### src/source/key_unlock_settings.svh
`ifndef KEY_UNLOCK_SETTINGS_SVH
`define KEY_UNLOCK_SETTINGS_SVH

// word width of exponent, modulus, data and digest
`define KEY_W 32
`define KEY_CNT_W 5 // counts one multiply, 0..KEY_W-1

// keyboard side
`define PASS_MAX 16
`define PASS_CNT_W 5

// parameter block: exponent, modulus, digest
`define PARAM_WORDS 3
`define PARAM_CNT_W 2

`define DIGEST_SEED 32'h5a3c_96e1 // digest start value

`endif
### src/source/key_unlock_pkg.sv
`include "key_unlock_settings.svh"

package key_unlock_pkg;

	typedef logic [`KEY_W-1:0] key_word_t; // data, exponent, modulus, digest
	typedef logic [7:0] key_byte_t; // ps2 scan byte

	// sequencer: parameter load, then one ciphertext slot
	typedef enum logic [2:0] {
		LOAD_PARAMS, // taking exponent, modulus, digest
		RUN, // slot empty, ciphertext accepted here
		SLOT_START, // start pulse to exponent unit
		SLOT_BUSY, // waiting for done
		SLOT_HOLD // result held until unlocked and taken
	} seq_state_e;

	typedef enum logic [1:0] {
		IDLE,
		SQUARE,
		MULTIPLY,
		DONE
	} exp_state_e;

	typedef enum logic [1:0] {
		COLLECT,
		CHECK,
		HOLD
	} pass_state_e;

endpackage

### src/source/modexp_if.sv
`timescale 1ns/1ps

// one exponentiation job, sequencer to exponent unit and back
interface modexp_if;

	logic start; // pulse, only while unit idle
	key_unlock_pkg::key_word_t base;
	key_unlock_pkg::key_word_t exponent;
	key_unlock_pkg::key_word_t modulus;
	key_unlock_pkg::key_word_t result; // valid with done
	logic done; // one-cycle pulse

	modport seq (
		output start, base, exponent, modulus,
		input result, done
	);

	modport unit (
		input start, base, exponent, modulus,
		output result, done
	);

endinterface

### src/source/key_unlock.sv
`timescale 1ns/1ps

module key_unlock (
	input logic clk,
	input logic rst,
	input key_unlock_pkg::key_word_t rsa_data_i,
	input logic rsa_valid_i,
	output logic rsa_ready_o,
	input key_unlock_pkg::key_word_t aes_data_i,
	input logic aes_valid_i,
	output logic aes_ready_o,
	input key_unlock_pkg::key_byte_t ps2_data_i,
	input logic ps2_valid_i,
	input logic ps2_done_i,
	input logic ps2_reset_i,
	input logic stall_i, // freezes the exponent unit
	output key_unlock_pkg::key_word_t out_data_o,
	output logic out_valid_o,
	input logic out_ready_i,
	output logic led_pass_o,
	output logic led_fail_o
);

	key_unlock_pkg::key_word_t digest_ref; // stored digest, sequencer to checker
	logic check_pass;
	logic check_fail;

	modexp_if job_if ();

	passphrase_checker i_passphrase_checker (
		.clk (clk),
		.rst (rst),
		.ps2_data_i (ps2_data_i),
		.ps2_valid_i (ps2_valid_i),
		.ps2_done_i (ps2_done_i),
		.ps2_reset_i (ps2_reset_i),
		.digest_ref_i (digest_ref),
		.check_pass_o (check_pass),
		.check_fail_o (check_fail)
	);

	mod_exp_unit i_mod_exp_unit (
		.clk (clk),
		.rst (rst),
		.stall_i (stall_i),
		.job (job_if.unit)
	);

	unlock_sequencer i_unlock_sequencer (
		.clk (clk),
		.rst (rst),
		.rsa_data_i (rsa_data_i),
		.rsa_valid_i (rsa_valid_i),
		.rsa_ready_o (rsa_ready_o),
		.aes_data_i (aes_data_i),
		.aes_valid_i (aes_valid_i),
		.aes_ready_o (aes_ready_o),
		.out_data_o (out_data_o),
		.out_valid_o (out_valid_o),
		.out_ready_i (out_ready_i),
		.check_pass_i (check_pass),
		.check_fail_i (check_fail),
		.digest_ref_o (digest_ref),
		.led_pass_o (led_pass_o),
		.led_fail_o (led_fail_o),
		.job (job_if.seq)
	);

endmodule

### src/source/unlock_sequencer.sv
`timescale 1ns/1ps
`include "key_unlock_settings.svh"

module unlock_sequencer (
	input logic clk,
	input logic rst,
	input key_unlock_pkg::key_word_t rsa_data_i,
	input logic rsa_valid_i,
	output logic rsa_ready_o,
	input key_unlock_pkg::key_word_t aes_data_i,
	input logic aes_valid_i,
	output logic aes_ready_o,
	output key_unlock_pkg::key_word_t out_data_o,
	output logic out_valid_o,
	input logic out_ready_i,
	input logic check_pass_i,
	input logic check_fail_i,
	output key_unlock_pkg::key_word_t digest_ref_o,
	output logic led_pass_o,
	output logic led_fail_o,
	modexp_if.seq job
);

	key_unlock_pkg::seq_state_e state;
	logic [`PARAM_CNT_W-1:0] param_cnt; // which parameter word comes next
	key_unlock_pkg::key_word_t exp_q;
	key_unlock_pkg::key_word_t mod_q;
	key_unlock_pkg::key_word_t digest_q;
	key_unlock_pkg::key_word_t cipher_q; // base, stable through the job
	key_unlock_pkg::key_word_t result_q; // one-word hold register
	logic rsa_fire;
	logic aes_fire;
	logic out_fire;

	assign rsa_ready_o = (state == key_unlock_pkg::LOAD_PARAMS);
	assign aes_ready_o = (state == key_unlock_pkg::RUN); // unit idle, slot empty
	assign rsa_fire = rsa_valid_i && rsa_ready_o;
	assign aes_fire = aes_valid_i && aes_ready_o;

	// held word goes out only once the phrase matched
	assign out_valid_o = (state == key_unlock_pkg::SLOT_HOLD) && led_pass_o;
	assign out_data_o = result_q;
	assign out_fire = out_valid_o && out_ready_i;

	assign job.start = (state == key_unlock_pkg::SLOT_START);
	assign job.base = cipher_q;
	assign job.exponent = exp_q;
	assign job.modulus = mod_q;

	assign digest_ref_o = digest_q;

	always_ff @(posedge clk) begin
		if (rst) begin
			state <= key_unlock_pkg::LOAD_PARAMS;
			param_cnt <= '0;
		end else begin
			case (state)
				key_unlock_pkg::LOAD_PARAMS: begin
					if (rsa_fire) begin
						param_cnt <= param_cnt + 1'b1;
						if (param_cnt == `PARAM_CNT_W'(`PARAM_WORDS - 1))
							state <= key_unlock_pkg::RUN;
					end
				end
				key_unlock_pkg::RUN: begin
					if (aes_fire)
						state <= key_unlock_pkg::SLOT_START;
				end
				key_unlock_pkg::SLOT_START: begin
					state <= key_unlock_pkg::SLOT_BUSY; // unit busy from here
				end
				key_unlock_pkg::SLOT_BUSY: begin
					if (job.done)
						state <= key_unlock_pkg::SLOT_HOLD;
				end
				key_unlock_pkg::SLOT_HOLD: begin
					if (out_fire)
						state <= key_unlock_pkg::RUN;
				end
				default: begin
					state <= key_unlock_pkg::LOAD_PARAMS;
				end
			endcase
		end
	end

	// pass latches until reset, fail drops on a later pass
	always_ff @(posedge clk) begin
		if (rst) begin
			led_pass_o <= 1'b0;
			led_fail_o <= 1'b0;
		end else begin
			if (check_pass_i) begin
				led_pass_o <= 1'b1;
				led_fail_o <= 1'b0;
			end else if (check_fail_i) begin
				led_fail_o <= 1'b1;
			end
		end
	end

	// parameter block, in order exponent, modulus, digest
	always_ff @(posedge clk) begin
		if (rsa_fire) begin
			case (param_cnt)
				`PARAM_CNT_W'(0): exp_q <= rsa_data_i;
				`PARAM_CNT_W'(1): mod_q <= rsa_data_i;
				default: digest_q <= rsa_data_i;
			endcase
		end
	end

	always_ff @(posedge clk) begin
		if (aes_fire)
			cipher_q <= aes_data_i;
		if (state == key_unlock_pkg::SLOT_BUSY && job.done)
			result_q <= job.result; // capture with the done pulse
	end

endmodule

### src/source/mod_exp_unit.sv
`timescale 1ns/1ps
`include "key_unlock_settings.svh"

// right-to-left square and multiply giving base^exponent mod modulus
module mod_exp_unit (
	input logic clk,
	input logic rst,
	input logic stall_i,
	modexp_if.unit job
);

	key_unlock_pkg::exp_state_e state;
	key_unlock_pkg::key_word_t b_q; // running base power
	key_unlock_pkg::key_word_t e_q; // remaining exponent bits
	key_unlock_pkg::key_word_t m_q;
	key_unlock_pkg::key_word_t r_q; // running result
	logic [`KEY_CNT_W-1:0] mul_cnt; // multiplier bit index from the msb
	logic [`KEY_W:0] acc; // one spare bit for the doubling

	key_unlock_pkg::key_word_t mul_a; // scanned operand
	key_unlock_pkg::key_word_t mul_b; // added operand below the modulus
	logic mul_bit;
	logic [`KEY_W:0] dbl, red1, sum, red2;
	logic mul_last;
	key_unlock_pkg::key_word_t e_shift;

	// squaring takes b*b and multiplying takes r*b
	assign mul_a = (state == key_unlock_pkg::MULTIPLY) ? r_q : b_q;
	assign mul_b = b_q;
	assign mul_bit = mul_a[`KEY_CNT_W'(`KEY_W - 1) - mul_cnt];

	// interleaved step acc = 2*acc + bit*b kept below m
	assign dbl = {acc[`KEY_W-1:0], 1'b0};
	assign red1 = (dbl >= {1'b0, m_q}) ? dbl - {1'b0, m_q} : dbl;
	assign sum = red1 + (mul_bit ? {1'b0, mul_b} : '0);
	assign red2 = (sum >= {1'b0, m_q}) ? sum - {1'b0, m_q} : sum;

	assign mul_last = (mul_cnt == `KEY_CNT_W'(`KEY_W - 1));
	assign e_shift = e_q >> 1;

	assign job.done = (state == key_unlock_pkg::DONE);
	assign job.result = r_q;

	always_ff @(posedge clk) begin
		if (rst) begin
			state <= key_unlock_pkg::IDLE;
			mul_cnt <= '0;
			acc <= '0;
		end else begin
			case (state)
				key_unlock_pkg::IDLE: begin
					if (job.start) begin
						mul_cnt <= '0;
						acc <= '0;
						if (job.exponent == '0)
							state <= key_unlock_pkg::DONE; // x^0 = 1
						else if (job.exponent[0])
							state <= key_unlock_pkg::MULTIPLY;
						else
							state <= key_unlock_pkg::SQUARE;
					end
				end
				key_unlock_pkg::MULTIPLY,
				key_unlock_pkg::SQUARE: begin
					if (!stall_i) begin
						if (mul_last) begin
							acc <= '0;
							mul_cnt <= '0;
							if (state == key_unlock_pkg::MULTIPLY)
								state <= key_unlock_pkg::SQUARE;
							else if (e_shift == '0)
								state <= key_unlock_pkg::DONE; // no set bits left
							else if (e_shift[0])
								state <= key_unlock_pkg::MULTIPLY;
						end else begin
							acc <= red2;
							mul_cnt <= mul_cnt + 1'b1;
						end
					end
				end
				key_unlock_pkg::DONE: begin
					state <= key_unlock_pkg::IDLE; // done lasts one cycle
				end
				default: begin
					state <= key_unlock_pkg::IDLE;
				end
			endcase
		end
	end

	// operand registers
	always_ff @(posedge clk) begin
		if (state == key_unlock_pkg::IDLE && job.start) begin
			b_q <= job.base; // RSA ciphertext is below the modulus
			e_q <= job.exponent;
			m_q <= job.modulus;
			r_q <= key_unlock_pkg::key_word_t'(1);
		end else if (!stall_i && mul_last) begin
			if (state == key_unlock_pkg::MULTIPLY) begin
				r_q <= red2[`KEY_W-1:0];
			end else if (state == key_unlock_pkg::SQUARE) begin
				b_q <= red2[`KEY_W-1:0];
				e_q <= e_shift; // next exponent bit
			end
		end
	end

endmodule

### src/source/passphrase_checker.sv
`timescale 1ns/1ps
`include "key_unlock_settings.svh"

module passphrase_checker (
	input logic clk,
	input logic rst,
	input key_unlock_pkg::key_byte_t ps2_data_i,
	input logic ps2_valid_i,
	input logic ps2_done_i,
	input logic ps2_reset_i,
	input key_unlock_pkg::key_word_t digest_ref_i,
	output logic check_pass_o,
	output logic check_fail_o
);

	key_unlock_pkg::pass_state_e state;
	logic [`PASS_CNT_W-1:0] key_cnt; // bytes folded so far
	key_unlock_pkg::key_word_t digest;
	key_unlock_pkg::key_word_t digest_rot;
	key_unlock_pkg::key_word_t digest_next;
	logic key_stroke; // plain byte, not enter or clear
	logic buf_full;

	// rotate left by 5, xor in the byte
	assign digest_rot = {digest[`KEY_W-6:0], digest[`KEY_W-1:`KEY_W-5]};
	assign digest_next = digest_rot ^ key_unlock_pkg::key_word_t'(ps2_data_i);

	assign key_stroke = ps2_valid_i && !ps2_done_i && !ps2_reset_i;
	assign buf_full = (key_cnt == `PASS_CNT_W'(`PASS_MAX - 1)); // this byte is the last

	always_ff @(posedge clk) begin
		if (rst) begin
			state <= key_unlock_pkg::COLLECT;
			key_cnt <= '0;
			digest <= `DIGEST_SEED;
			check_pass_o <= 1'b0;
			check_fail_o <= 1'b0;
		end else begin
			check_pass_o <= 1'b0; // pulses by default
			check_fail_o <= 1'b0;
			case (state)
				key_unlock_pkg::COLLECT: begin
					if (ps2_valid_i && ps2_reset_i) begin
						key_cnt <= '0; // clear wins over enter
						digest <= `DIGEST_SEED;
					end else if (ps2_valid_i && ps2_done_i) begin
						state <= key_unlock_pkg::CHECK; // enter key, not folded
					end else if (key_stroke) begin
						digest <= digest_next;
						key_cnt <= key_cnt + 1'b1;
						if (buf_full)
							state <= key_unlock_pkg::CHECK; // full buffer acts like enter
					end
				end
				key_unlock_pkg::CHECK: begin
					// compare against stored digest from sequencer
					if (digest == digest_ref_i)
						check_pass_o <= 1'b1;
					else
						check_fail_o <= 1'b1;
					state <= key_unlock_pkg::HOLD;
				end
				key_unlock_pkg::HOLD: begin
					// pulse out now, then a fresh try
					state <= key_unlock_pkg::COLLECT;
					key_cnt <= '0;
					digest <= `DIGEST_SEED;
				end
				default: begin
					state <= key_unlock_pkg::COLLECT;
				end
			endcase
		end
	end

endmodule

### config.mk
export PLATFORM = sky130hd
export DESIGN_NAME = key_unlock
export DESIGN_NICKNAME = d
export VERILOG_FILES = /design/src/source/key_unlock_pkg.sv /design/src/source/modexp_if.sv /design/src/source/key_unlock.sv /design/src/source/unlock_sequencer.sv /design/src/source/mod_exp_unit.sv /design/src/source/passphrase_checker.sv
export VERILOG_INCLUDE_DIRS = /design/src /design/src/source
export SDC_FILE = /design/constraint.sdc
export NUM_CORES = 1
export LEC_CHECK = 0
export BUFFER_PORTS_ARGS = -buffer_cell sky130_fd_sc_hd__buf_2
export CAP_MARGIN = 20
export CELL_PAD_IN_SITES_DETAIL_PLACEMENT = 0
export CELL_PAD_IN_SITES_GLOBAL_PLACEMENT = 2
export CORE_MARGIN = 3
export CORE_UTILIZATION = 39
export DETAILED_ROUTE_END_ITERATION = 8
export GPL_ROUTABILITY_DRIVEN = 0
export MAX_ROUTING_LAYER = met4
export PLACE_DENSITY = 0.84
export SYNTH_ARGS = -nofsm -noshare
export SYNTH_HDL_FRONTEND = slang
export SYNTH_SLANG_ARGS = --single-unit
### constraint.sdc
create_clock -name clk -period 14.7 [get_ports clk]
set_clock_uncertainty 0.2 [all_clocks]
set_input_delay 1.47 -clock clk [delete_from_list [all_inputs] [get_ports clk]]
set_output_delay 1.47 -clock clk [all_outputs]
set_load 0.02 [all_outputs]
==> results by group, run 1 <==
Clock network
  – Clock sinks: 374
  – Post-CTS sizing: 0
  – CTS tree: done
  – Clock root cell: clkbuf_16
  – Max clock buf depth: 3
  – Later-pin clock latency in the skew report: 0.57 ns
  – Htree depth: 2
  – Clock Pin Slew Worst Setup and Hold Paths: 0.06 ns
  – Post-CTS Setup Bufs: 0
  – Num CTS Buffers: 41
  – Cts hold-fix bufs: 0

Placement
  – Detailed Place HPWL: 44700 um
  – Port Buffers: 117
  – Setup WS pre-CTS: 4.86 ns

GRT
  – Total gr overflow: 0
  – Initial antenna violation count: 1
  – Largest net degree at the start of global routing: 64
  – Vias in the first global route: 14.7k
  – Tot GR Track Use: 0.225
  – First-pass GRT wire length: 89000 um

Final layout
  – Share of layout cells above drive strength 1: 0.132
  – P&R area growth vs syn: 13.8%
  – Final #Nets: 2207

Logic synthesis
  – EDFF count, synth: 255
  – Area leader, netlist: edfxtp_1
  – Syn nets: 2116
  – Synthesized cell area: 19900 um2
  – Mapped Cells: 1922
  – Top-area cell type share of the netlist area: 0.386
  – Synth Warn #: 0
  – Synthesized flop and latch total: 374
  – Library cells used by synthesis: 79
  – Ys async rst share: 0
  – Sequential element share of the synthesized area: 0.505
  – Synth area leaders: edfxtp_1 (39%), dfxtp_1 (12%), ha_1 (6.9%)
  – Avg Inst Size Synth: 10.3 um2
  – Synth Flop Type: edfxtp_1

Timing
  – Crit share post-route: 0.675
  – Pins Over Slew Limit: 0
  – Final setup margin: 4.77 ns
  – Maximum clock rate: 101 MHz
  – Final setup fails: 0
  – Slew @ Worst Pin: 1.06 ns
  – Final hold slack: 0.203 ns
  – Post-route minimum period: 9.93 ns
  – RSZ-0062 raised after global routing: false
  – Fin. Hold Viols: 0
  – Slew HR: 0.294
  – Setup TNS: 0 ns

Routing
  – Routed WL: 59500 um
  – Antenna Nets Post-Route: 0
  – Via count: 15.0k
  – Starting DRT DRC Count: 1197
  – Drt wl/cell: 21.9 um
  – # DRC: 0
  – DR pass1 iterations: 7
  – Avg Vias per Cell: 5.53

Floorplanning
  – Core area: 50300 um2
  – Initial Util: 0.395
  – I/O Pins: 118
  – Die area: 53700 um2
  – Die H: 232 um
  – Core Rows: 82
  – Die W: 232 um

Setup path
  – Cell mode on critical path: a21oi_1
  – Slowest CP cell: o31ai_1
  – Reg2reg start: i_mod_exp_unit.m_q[1]$_DFFE_PP_
  – Slowest Stage Delay on Critical Path: 0.66 ns
  – Reg2Reg Setup Slack: 4.77 ns
  – Crit end category: flop
  – Crit Reg-Reg Endpoint: i_mod_exp_unit.b_q[24]$_DFFE_PP_
  – R2R depth: 32
  – CP Max Fanout: 44
  – Worst setup path category: flop to flop
  – CP arrival: 10.01 ns
  – Crit start category: flop
  – Crit path required time: 14.79 ns

Pwr
  – Worst vdd ir: 0.0960 mV
  – PwrDens: 155 nW/um2
  – Leakage: 8.79 nW

Min path
  – Worst hold path startpoint: i_unlock_sequencer.job.modulus[31]$_DFFE_PP_
  – WHS Endpoint: i_mod_exp_unit.m_q[31]$_DFFE_PP_
  – Hold crit path type: flop to flop
  – Worst Hold Depth: 0

Run
  – Max-Cap Viols: 0

Run status
  – Status: completed
[registers in the layout (all words and copies together) (netlist names), 3 cells and up]
signal,cells
i_mod_exp_unit.m_q,32
i_unlock_sequencer.job.modulus,32
i_mod_exp_unit.e_q,31
i_unlock_sequencer.job.exponent,32
i_unlock_sequencer.digest_ref_o,32
i_unlock_sequencer.out_data_o,32
i_mod_exp_unit.b_q,32
i_mod_exp_unit.acc,32
i_mod_exp_unit.mul_cnt,5
i_unlock_sequencer.state,3
i_passphrase_checker.digest,32
i_mod_exp_unit.job.result,32
i_unlock_sequencer.job.base,32
i_passphrase_checker.key_cnt,5
[worst max path at each step]
stage / start / to / slack (ns) / depth (start not counted)
floorplan: i_mod_exp_unit.mul_cnt[0]$_SDFFE_PP0P_ / i_mod_exp_unit.b_q[10]$_DFFE_PP_ / 6.68 / 30
global placement: i_mod_exp_unit.m_q[1]$_DFFE_PP_ / i_mod_exp_unit.b_q[24]$_DFFE_PP_ / 5.11 / 33
detailed placement: i_mod_exp_unit.m_q[1]$_DFFE_PP_ / i_mod_exp_unit.b_q[24]$_DFFE_PP_ / 4.86 / 33
CTS: i_mod_exp_unit.m_q[1]$_DFFE_PP_ / i_mod_exp_unit.b_q[24]$_DFFE_PP_ / 4.85 / 33
global route: i_mod_exp_unit.m_q[1]$_DFFE_PP_ / i_mod_exp_unit.b_q[28]$_DFFE_PP_ / 4.06 / 32
finish: i_mod_exp_unit.m_q[1]$_DFFE_PP_ / i_mod_exp_unit.b_q[24]$_DFFE_PP_ / 4.77 / 32
[layer usage]
| metal | GRT usage | vias to the layer above | wire length, um |
|---|---|---|---|
| li1 | - | 7167 | - |
| met1 | 0.298 | 7373 | 26800 |
| met2 | 0.365 | 402 | 28300 |
| met3 | 0.0273 | 93 | 2630 |
| met4 | 0.0670 | 0 | 1810 |
| met5 | - | - | 0 |
[stage by stage]
stage	power (mW)	utilization	cells	area, um2
4_1_cts	3.53	0.449	2716	22600
3_5_place_dp	2.40	0.419	2641	21100
3_3_place_gp	2.38	0.419	2641	21100
5_1_grt	3.68	0.449	2718	22600
6_report	3.51	0.449	2718	22600
2_1_floorplan	2.10	-	1922	19900
[cells in the mapped netlist, types with 30 or more instances]
cell and n:
o21ai_0 108, dfxtp_1 119, a21oi_1 170, and2_1 40, nor2_1 113, clkbuf_1 73, a21o_1 42, inv_1 69
edfxtp_1 255, nor4_1 30, nand3_1 43, o21ai_1 40, ha_1 110, nand2_1 265, xor2_1 77, xnor2_1 49
[worst max-delay path: cells and delay by family (launching register included)]
family	cells	cell delay, ns
XOR/XNOR	1	0.15
adder cells (fa/ha/maj)	3	0.94
AO/OA/AOI/OAI	18	5.11
multiplexers	1	0.40
buffers and inverters	2	0.56
AND/OR/NAND/NOR	7	1.76
flip-flops	1	0.45
[area by class of cell]
class / count / area [um2]
clock inverter: 23 / 345
tap: 672 / 841
timing repair buffer: 132 / 711
inverter: 70 / 263
clock buffer: 52 / 1140
sequential: 374 / 10000
antenna: 1 / 2.50
multi-input combinational: 1394 / 9250
fill: 4790 / 27700
[power breakdown]
part | internal [mW] | switching, mW
clock | 0.692 | 0.433
combinational | 0.387 | 0.674
sequential | 1.27 | 0.0568
total | 2.35 | 1.16
[cells in the final DEF (no fill, tap or decap), types with 13 or more instances in the layout]
cell / instances
nand2_1: 264
edfxtp_1: 255
a21oi_1: 170
dfxtp_1: 119
buf_2: 117
nor2_1: 110
ha_1: 110
o21ai_0: 108
xor2_1: 77
inv_1: 69
xnor2_1: 49
nand3_1: 43
a21o_1: 42
clkbuf_16: 42
o21ai_1: 40
and2_1: 38
nor4_1: 30
nor3_1: 24
nand2b_1: 22
mux4_2: 21
nand4_1: 21
mux2i_2: 20
nor2b_1: 17
buf_4: 14
a211oi_1: 13
[cells by family (layout without fill, tap and decap cells)]
kind of cell    after synthesis  count (layout)  share of synthesized area
simple gates                620             620                      0.145
compound gates              479             479                      0.145
flops                       374             374                      0.505
buf+inv                     154             277                     0.0305
xor+xnor                    126             126                     0.0556
fa+ha+maj                   113             113                     0.0723
mux                          56              56                     0.0455
other cells                   0               1                          0
Note: power is estimated with default switching activity, not from simulation.
==> run 2: changes to the inputs <==
--- a/config.mk
+++ b/config.mk
@@ -11,11 +11,11 @@
 export CELL_PAD_IN_SITES_DETAIL_PLACEMENT = 0
 export CELL_PAD_IN_SITES_GLOBAL_PLACEMENT = 2
 export CORE_MARGIN = 3
-export CORE_UTILIZATION = 39
+export CORE_UTILIZATION = 37
 export DETAILED_ROUTE_END_ITERATION = 8
 export GPL_ROUTABILITY_DRIVEN = 0
 export MAX_ROUTING_LAYER = met4
-export PLACE_DENSITY = 0.84
+export PLACE_DENSITY = 0.83
 export SYNTH_ARGS = -nofsm -noshare
 export SYNTH_HDL_FRONTEND = slang
 export SYNTH_SLANG_ARGS = --single-unit
==> constraint.sdc (replaced) <==
create_clock -name clk -period 9 [get_ports clk]
set_clock_uncertainty 0.2 [all_clocks]
set_input_delay 0.9 -clock clk [delete_from_list [all_inputs] [get_ports clk]]
set_output_delay 0.9 -clock clk [all_outputs]
set_load 0.02 [all_outputs]
==> results by group, run 2 (same netlist as run 1, synthesis figures left out) <==
Timing
  – Slew @ Worst Pin: 0.980 ns
  – Post-route minimum period: 8.52 ns
  – Final setup fails: 0
  – Slew HR: 0.344
  – RSZ-0062 raised after global routing: false
  – Maximum clock rate: 117 MHz
  – Final setup margin: 0.483 ns
  – Pins Over Slew Limit: 0
  – Fin. Hold Viols: 0
  – Final hold slack: 0.216 ns
  – Crit share post-route: 0.946

GRT
  – First-pass GRT wire length: 91700 um
  – Tot GR Track Use: 0.220
  – Total gr overflow: 0
  – Vias in the first global route: 15.1k
  – Largest net degree at the start of global routing: 76
  – Initial antenna violation count: 3

Placement
  – Setup WS pre-CTS: -0.185 ns
  – Detailed Place HPWL: 46700 um
  – Port Buffers: 117

Pwr
  – Total power: 5.83 mW
  – PwrDens: 254 nW/um2
  – Leakage: 8.93 nW
  – Worst vdd ir: 0.146 mV

Clock network
  – Cts hold-fix bufs: 0
  – Htree depth: 2
  – Max clock buf depth: 3
  – Num CTS Buffers: 42
  – CTS tree: done
  – Later-pin clock latency in the skew report: 0.58 ns
  – Clock sinks: 374
  – Clock Pin Slew Worst Setup and Hold Paths: 0.06 ns
  – Clock root cell: clkbuf_16

Final layout
  – Share of layout cells above drive strength 1: 0.147
  – Core Util, Final: 0.434
  – Sequential cell area: 10000 um2
  – Most common cell after layout, fill and taps aside: nand2_1
  – P&R area growth vs syn: 15.6%
  – Fillers: 5092
  – Final #Nets: 2232
  – Most frequent cells in the layout: nand2_1 (264), edfxtp_1 (255), a21oi_1 (170), dfxtp_1 (119), buf_2 (117)
  – Multi-input gate area: 9380 um2

Floorplanning
  – Core area: 52900 um2
  – Die W: 238 um
  – I/O Pins: 118
  – Die area: 56500 um2
  – Core Rows: 84
  – Initial Util: 0.376
  – Die H: 238 um

Min path
  – Hold crit path type: flop to flop

Setup path
  – Worst setup path category: flop to flop
  – CP arrival: 8.62 ns
  – Slowest Stage Delay on Critical Path: 0.63 ns
  – CP Max Fanout: 12
  – Crit end category: flop
  – Cell mode on critical path: a21oi_1
  – Reg2Reg Setup Slack: 0.48 ns
  – Slowest CP cell: mux4_2
  – Crit path required time: 9.10 ns
  – Crit start category: flop

Routing
  – DR pass1 iterations: 5
  – Starting DRT DRC Count: 1166
  – Via count: 15.2k
  – # DRC: 0
  – Antenna Nets Post-Route: 0
  – Drt wl/cell: 22.1 um
  – Routed WL: 61000 um
  – Avg Vias per Cell: 5.49

Run
  – Max-Cap Viols: 0

Run status
  – Status: completed
## run 2: changes by cell type in the layout (fill, tap and decap cells not counted), moves of 2 or more
cell,change
clkinvlp_4,-2
buf_4,+20
inv_6,+2
clkbuf_8,-3
clkinv_2,+2
o21ai_1,-2
clkinv_4,-2
mux2i_4,+6
mux2i_1,-5
clkinv_1,+4
## run 2: worst max-delay path: cells and delay by family (launching register included)
kind | cells | cell delay, ns
multiplexers | 4 | 1.95
AND/OR/NAND/NOR | 6 | 1.17
flip-flops | 1 | 0.34
buffers and inverters | 4 | 0.73
XOR/XNOR | 1 | 0.12
adder cells (fa/ha/maj) | 3 | 0.93
AO/OA/AOI/OAI | 12 | 2.79
## run 2: path summary, 6_finish.rpt
check,endpoint,cells past startpoint,start
worst max-delay path,i_mod_exp_unit.b_q[17]$_DFFE_PP_,30,i_mod_exp_unit.state[0]$_SDFFE_PP0P_
worst min-delay path,i_mod_exp_unit.m_q[27]$_DFFE_PP_,0,i_unlock_sequencer.job.modulus[27]$_DFFE_PP_
worst max register to register,i_mod_exp_unit.b_q[17]$_DFFE_PP_,30,i_mod_exp_unit.state[0]$_SDFFE_PP0P_
worst min register to register,i_mod_exp_unit.m_q[27]$_DFFE_PP_,0,i_unlock_sequencer.job.modulus[27]$_DFFE_PP_
## run 2: where the power goes
part	switching [mW]	total, mW	internal (mW)	leakage [nW]
registers	0.0956	2.17	2.07	3.23
logic	1.14	1.82	0.684	4.99
clock network	0.741	1.84	1.10	0.720
## run 2: metrics by stage
stage / std cells / TNS [ns] / area (um2)
6_report: 2762 / 0 / 23000
5_1_grt: 2762 / 0 / 23000
4_1_cts: 2757 / 0 / 22800
3_5_place_dp: 2679 / -4.02 / 21300
3_3_place_gp: 2678 / 0 / 21300
2_1_floorplan: 1922 / 0 / 19900
## run 2: per-layer routing
| metal | vias up | part of all wire | wire, um | track usage |
|---|---|---|---|---|
| li1 | 7228 | - | - | - |
| met1 | 7354 | 0.43 | 26400 | 0.276 |
| met2 | 440 | 0.46 | 28300 | 0.350 |
| met3 | 140 | 0.058 | 3520 | 0.0446 |
| met4 | 0 | 0.045 | 2750 | 0.0902 |
| met5 | - | 0 | 0 | - |
## run 2: final cells by class
class	count	area share
antenna	2	0.000218
clock buffer	50	0.0489
clock inverter	28	0.0154
inverter	70	0.0114
multi-input combinational	1394	0.409
sequential	374	0.437
tap	688	0.0375
timing repair buffer	156	0.0407
## run 2: timing repair
item	in CTS	in global routing
setup buffers	0	2
pin swaps	0	2
endpoints found under the hold margin	0	0
resized for setup	2	23
setup endpoints to repair	81	94
==> run 3: changes to the inputs <==
--- a/config.mk
+++ b/config.mk
@@ -16,6 +16,7 @@
 export GPL_ROUTABILITY_DRIVEN = 0
 export MAX_ROUTING_LAYER = met4
 export PLACE_DENSITY = 0.83
+export SLEW_MARGIN = 30
 export SYNTH_ARGS = -nofsm -noshare
 export SYNTH_HDL_FRONTEND = slang
 export SYNTH_SLANG_ARGS = --single-unit
==> constraint.sdc (replaced) <==
create_clock -name clk -period 9 [get_ports clk]
set_clock_uncertainty 0.2 [all_clocks]
set_input_delay 0.9 -clock clk [delete_from_list [all_inputs] [get_ports clk]]
set_output_delay 0.9 -clock clk [all_outputs]
set_load 0.01 [all_outputs]
==> results by group, run 3 (same netlist as run 1, synthesis figures left out) <==
Clock network
  – Later-pin clock latency in the skew report: 0.59 ns
  – Post-CTS Setup Bufs: 0
  – Num CTS Buffers: 43
  – Htree depth: 2
  – CTS tree: done
  – Clock root cell: clkbuf_16
  – Max clock buf depth: 3
  – Clock Pin Slew Worst Setup and Hold Paths: 0.06 ns
  – Clock sinks: 374

Setup path
  – CP arrival: 8.63 ns
  – Reg2Reg Setup Slack: 0.48 ns
  – Crit end category: flop
  – CP Max Fanout: 19
  – R2R depth: 32
  – Worst setup path category: flop to flop
  – Slowest Stage Delay on Critical Path: 0.45 ns
  – Crit path required time: 9.11 ns
  – Slowest CP cell: edfxtp_1
  – Reg2reg start: i_mod_exp_unit.m_q[1]$_DFFE_PP_
  – Crit start category: flop
  – Crit Reg-Reg Endpoint: i_mod_exp_unit.b_q[12]$_DFFE_PP_
  – Cell mode on critical path: a21oi_1

Final layout
  – Final #Nets: 2231
  – Final Instance Area: 22800 um2
  – Most common cell after layout, fill and taps aside: nand2_1
  – Share of layout cells above drive strength 1: 0.144
  – Core Util, Final: 0.432
  – P&R area growth vs syn: 15.0%
  – Most frequent cells in the layout: nand2_1 (264), edfxtp_1 (255), a21oi_1 (170), dfxtp_1 (119), buf_2 (117)

Pwr
  – Total power: 5.72 mW
  – PwrDens: 251 nW/um2
  – Leakage: 8.92 nW
  – Worst vdd ir: 0.169 mV

Timing
  – Final setup fails: 0
  – Post-route minimum period: 8.52 ns
  – Crit share post-route: 0.947
  – Slew HR: 0.339
  – RSZ-0062 raised after global routing: false
  – Slew @ Worst Pin: 0.988 ns
  – Maximum clock rate: 117 MHz
  – Pins Over Slew Limit: 0
  – Fin. Hold Viols: 0
  – Final setup margin: 0.475 ns

GRT
  – Initial antenna violation count: 3
  – Largest net degree at the start of global routing: 76
  – Total gr overflow: 0
  – First-pass GRT wire length: 91100 um
  – Tot GR Track Use: 0.218
  – Vias in the first global route: 14.9k

Placement
  – Dpl cell area: 21300 um2
  – Port Buffers: 117
  – Setup WS pre-CTS: -0.148 ns
  – Detailed Place HPWL: 46700 um

Routing
  – DR pass1 iterations: 5
  – Antenna Nets Post-Route: 0
  – Via count: 15.2k
  – Avg Vias per Cell: 5.50
  – Drt wl/cell: 22.1 um
  – Routed WL: 60900 um
  – # DRC: 0
  – Starting DRT DRC Count: 1226

Min path
  – WHS Endpoint: i_mod_exp_unit.m_q[9]$_DFFE_PP_
  – Worst hold path startpoint: i_unlock_sequencer.job.modulus[9]$_DFFE_PP_
  – Hold crit path type: flop to flop
  – Worst Hold Depth: 0

Floorplanning
  – Core area: 52900 um2
  – I/O Pins: 118
  – Die area: 56500 um2
  – Die H: 238 um
  – Core Rows: 84
  – Initial Util: 0.376
  – Die W: 238 um

Run status
  – Status: completed

Run
  – Max-Cap Viols: 0
[run 3: timing repair]
action / 4_1_cts / 5_1_grt
gates resized for setup: 1 / 10
hold buffers: 0 / 0
setup endpoints to repair: 40 / 93
[run 3: where the power goes]
part	switching [mW]	leakage, nW	internal (mW)
Sequential	0.0953	3.23	2.07
Combinational	1.11	4.98	0.658
Clock	0.744	0.714	1.04
Total	1.95	8.92	3.77
[run 3: worst max path at each step]
stage / endpoint / from / depth (start not counted)
CTS: i_mod_exp_unit.b_q[24]$_DFFE_PP_ / i_mod_exp_unit.m_q[1]$_DFFE_PP_ / 32
global route: i_mod_exp_unit.b_q[26]$_DFFE_PP_ / i_mod_exp_unit.m_q[1]$_DFFE_PP_ / 32
finish: i_mod_exp_unit.b_q[12]$_DFFE_PP_ / i_mod_exp_unit.m_q[1]$_DFFE_PP_ / 32
detailed placement: i_mod_exp_unit.b_q[24]$_DFFE_PP_ / i_mod_exp_unit.m_q[1]$_DFFE_PP_ / 32
floorplan: i_mod_exp_unit.b_q[10]$_DFFE_PP_ / i_mod_exp_unit.mul_cnt[0]$_SDFFE_PP0P_ / 30
global placement: i_mod_exp_unit.b_q[15]$_DFFE_PP_ / i_mod_exp_unit.m_q[1]$_DFFE_PP_ / 33
[run 3: critical path: cells and delay by family, from the launching register on]
kind | cells | cell delay [ns]
compound gates | 18 | 4.52
mux | 1 | 0.43
simple gates | 7 | 1.24
fa+ha+maj | 3 | 0.90
xor+xnor | 1 | 0.11
flops | 1 | 0.45
buf+inv | 2 | 0.41
[run 3: area by class of cell]
class	count	area, um2
Inverter	70	263
Multi-Input combinational cell	1394	9310
Tap cell	688	861
Timing Repair Buffer	154	920
Antenna cell	2	5.00
Clock buffer	51	1150
Fill cell	5029	30000
Sequential cell	374	10000
Clock inverter	28	294
[run 3: through the flow]
stage	TNS [ns]	hold WS, ns	cells
after floorplan	0	0.200	1922
after global placement	0	0.202	2678
after detailed placement	-2.33	0.205	2680
after CTS	0	0.213	2759
after global routing	0	0.223	2761
final	0	0.213	2761
[run 3: metal layers]
layer / vias up / share of wire / track usage
li1: 7223 / - / -
met1: 7444 / 0.44 / 0.279
met2: 424 / 0.48 / 0.359
met3: 99 / 0.052 / 0.0325
met4: 0 / 0.032 / 0.0688
met5: - / 0 / -
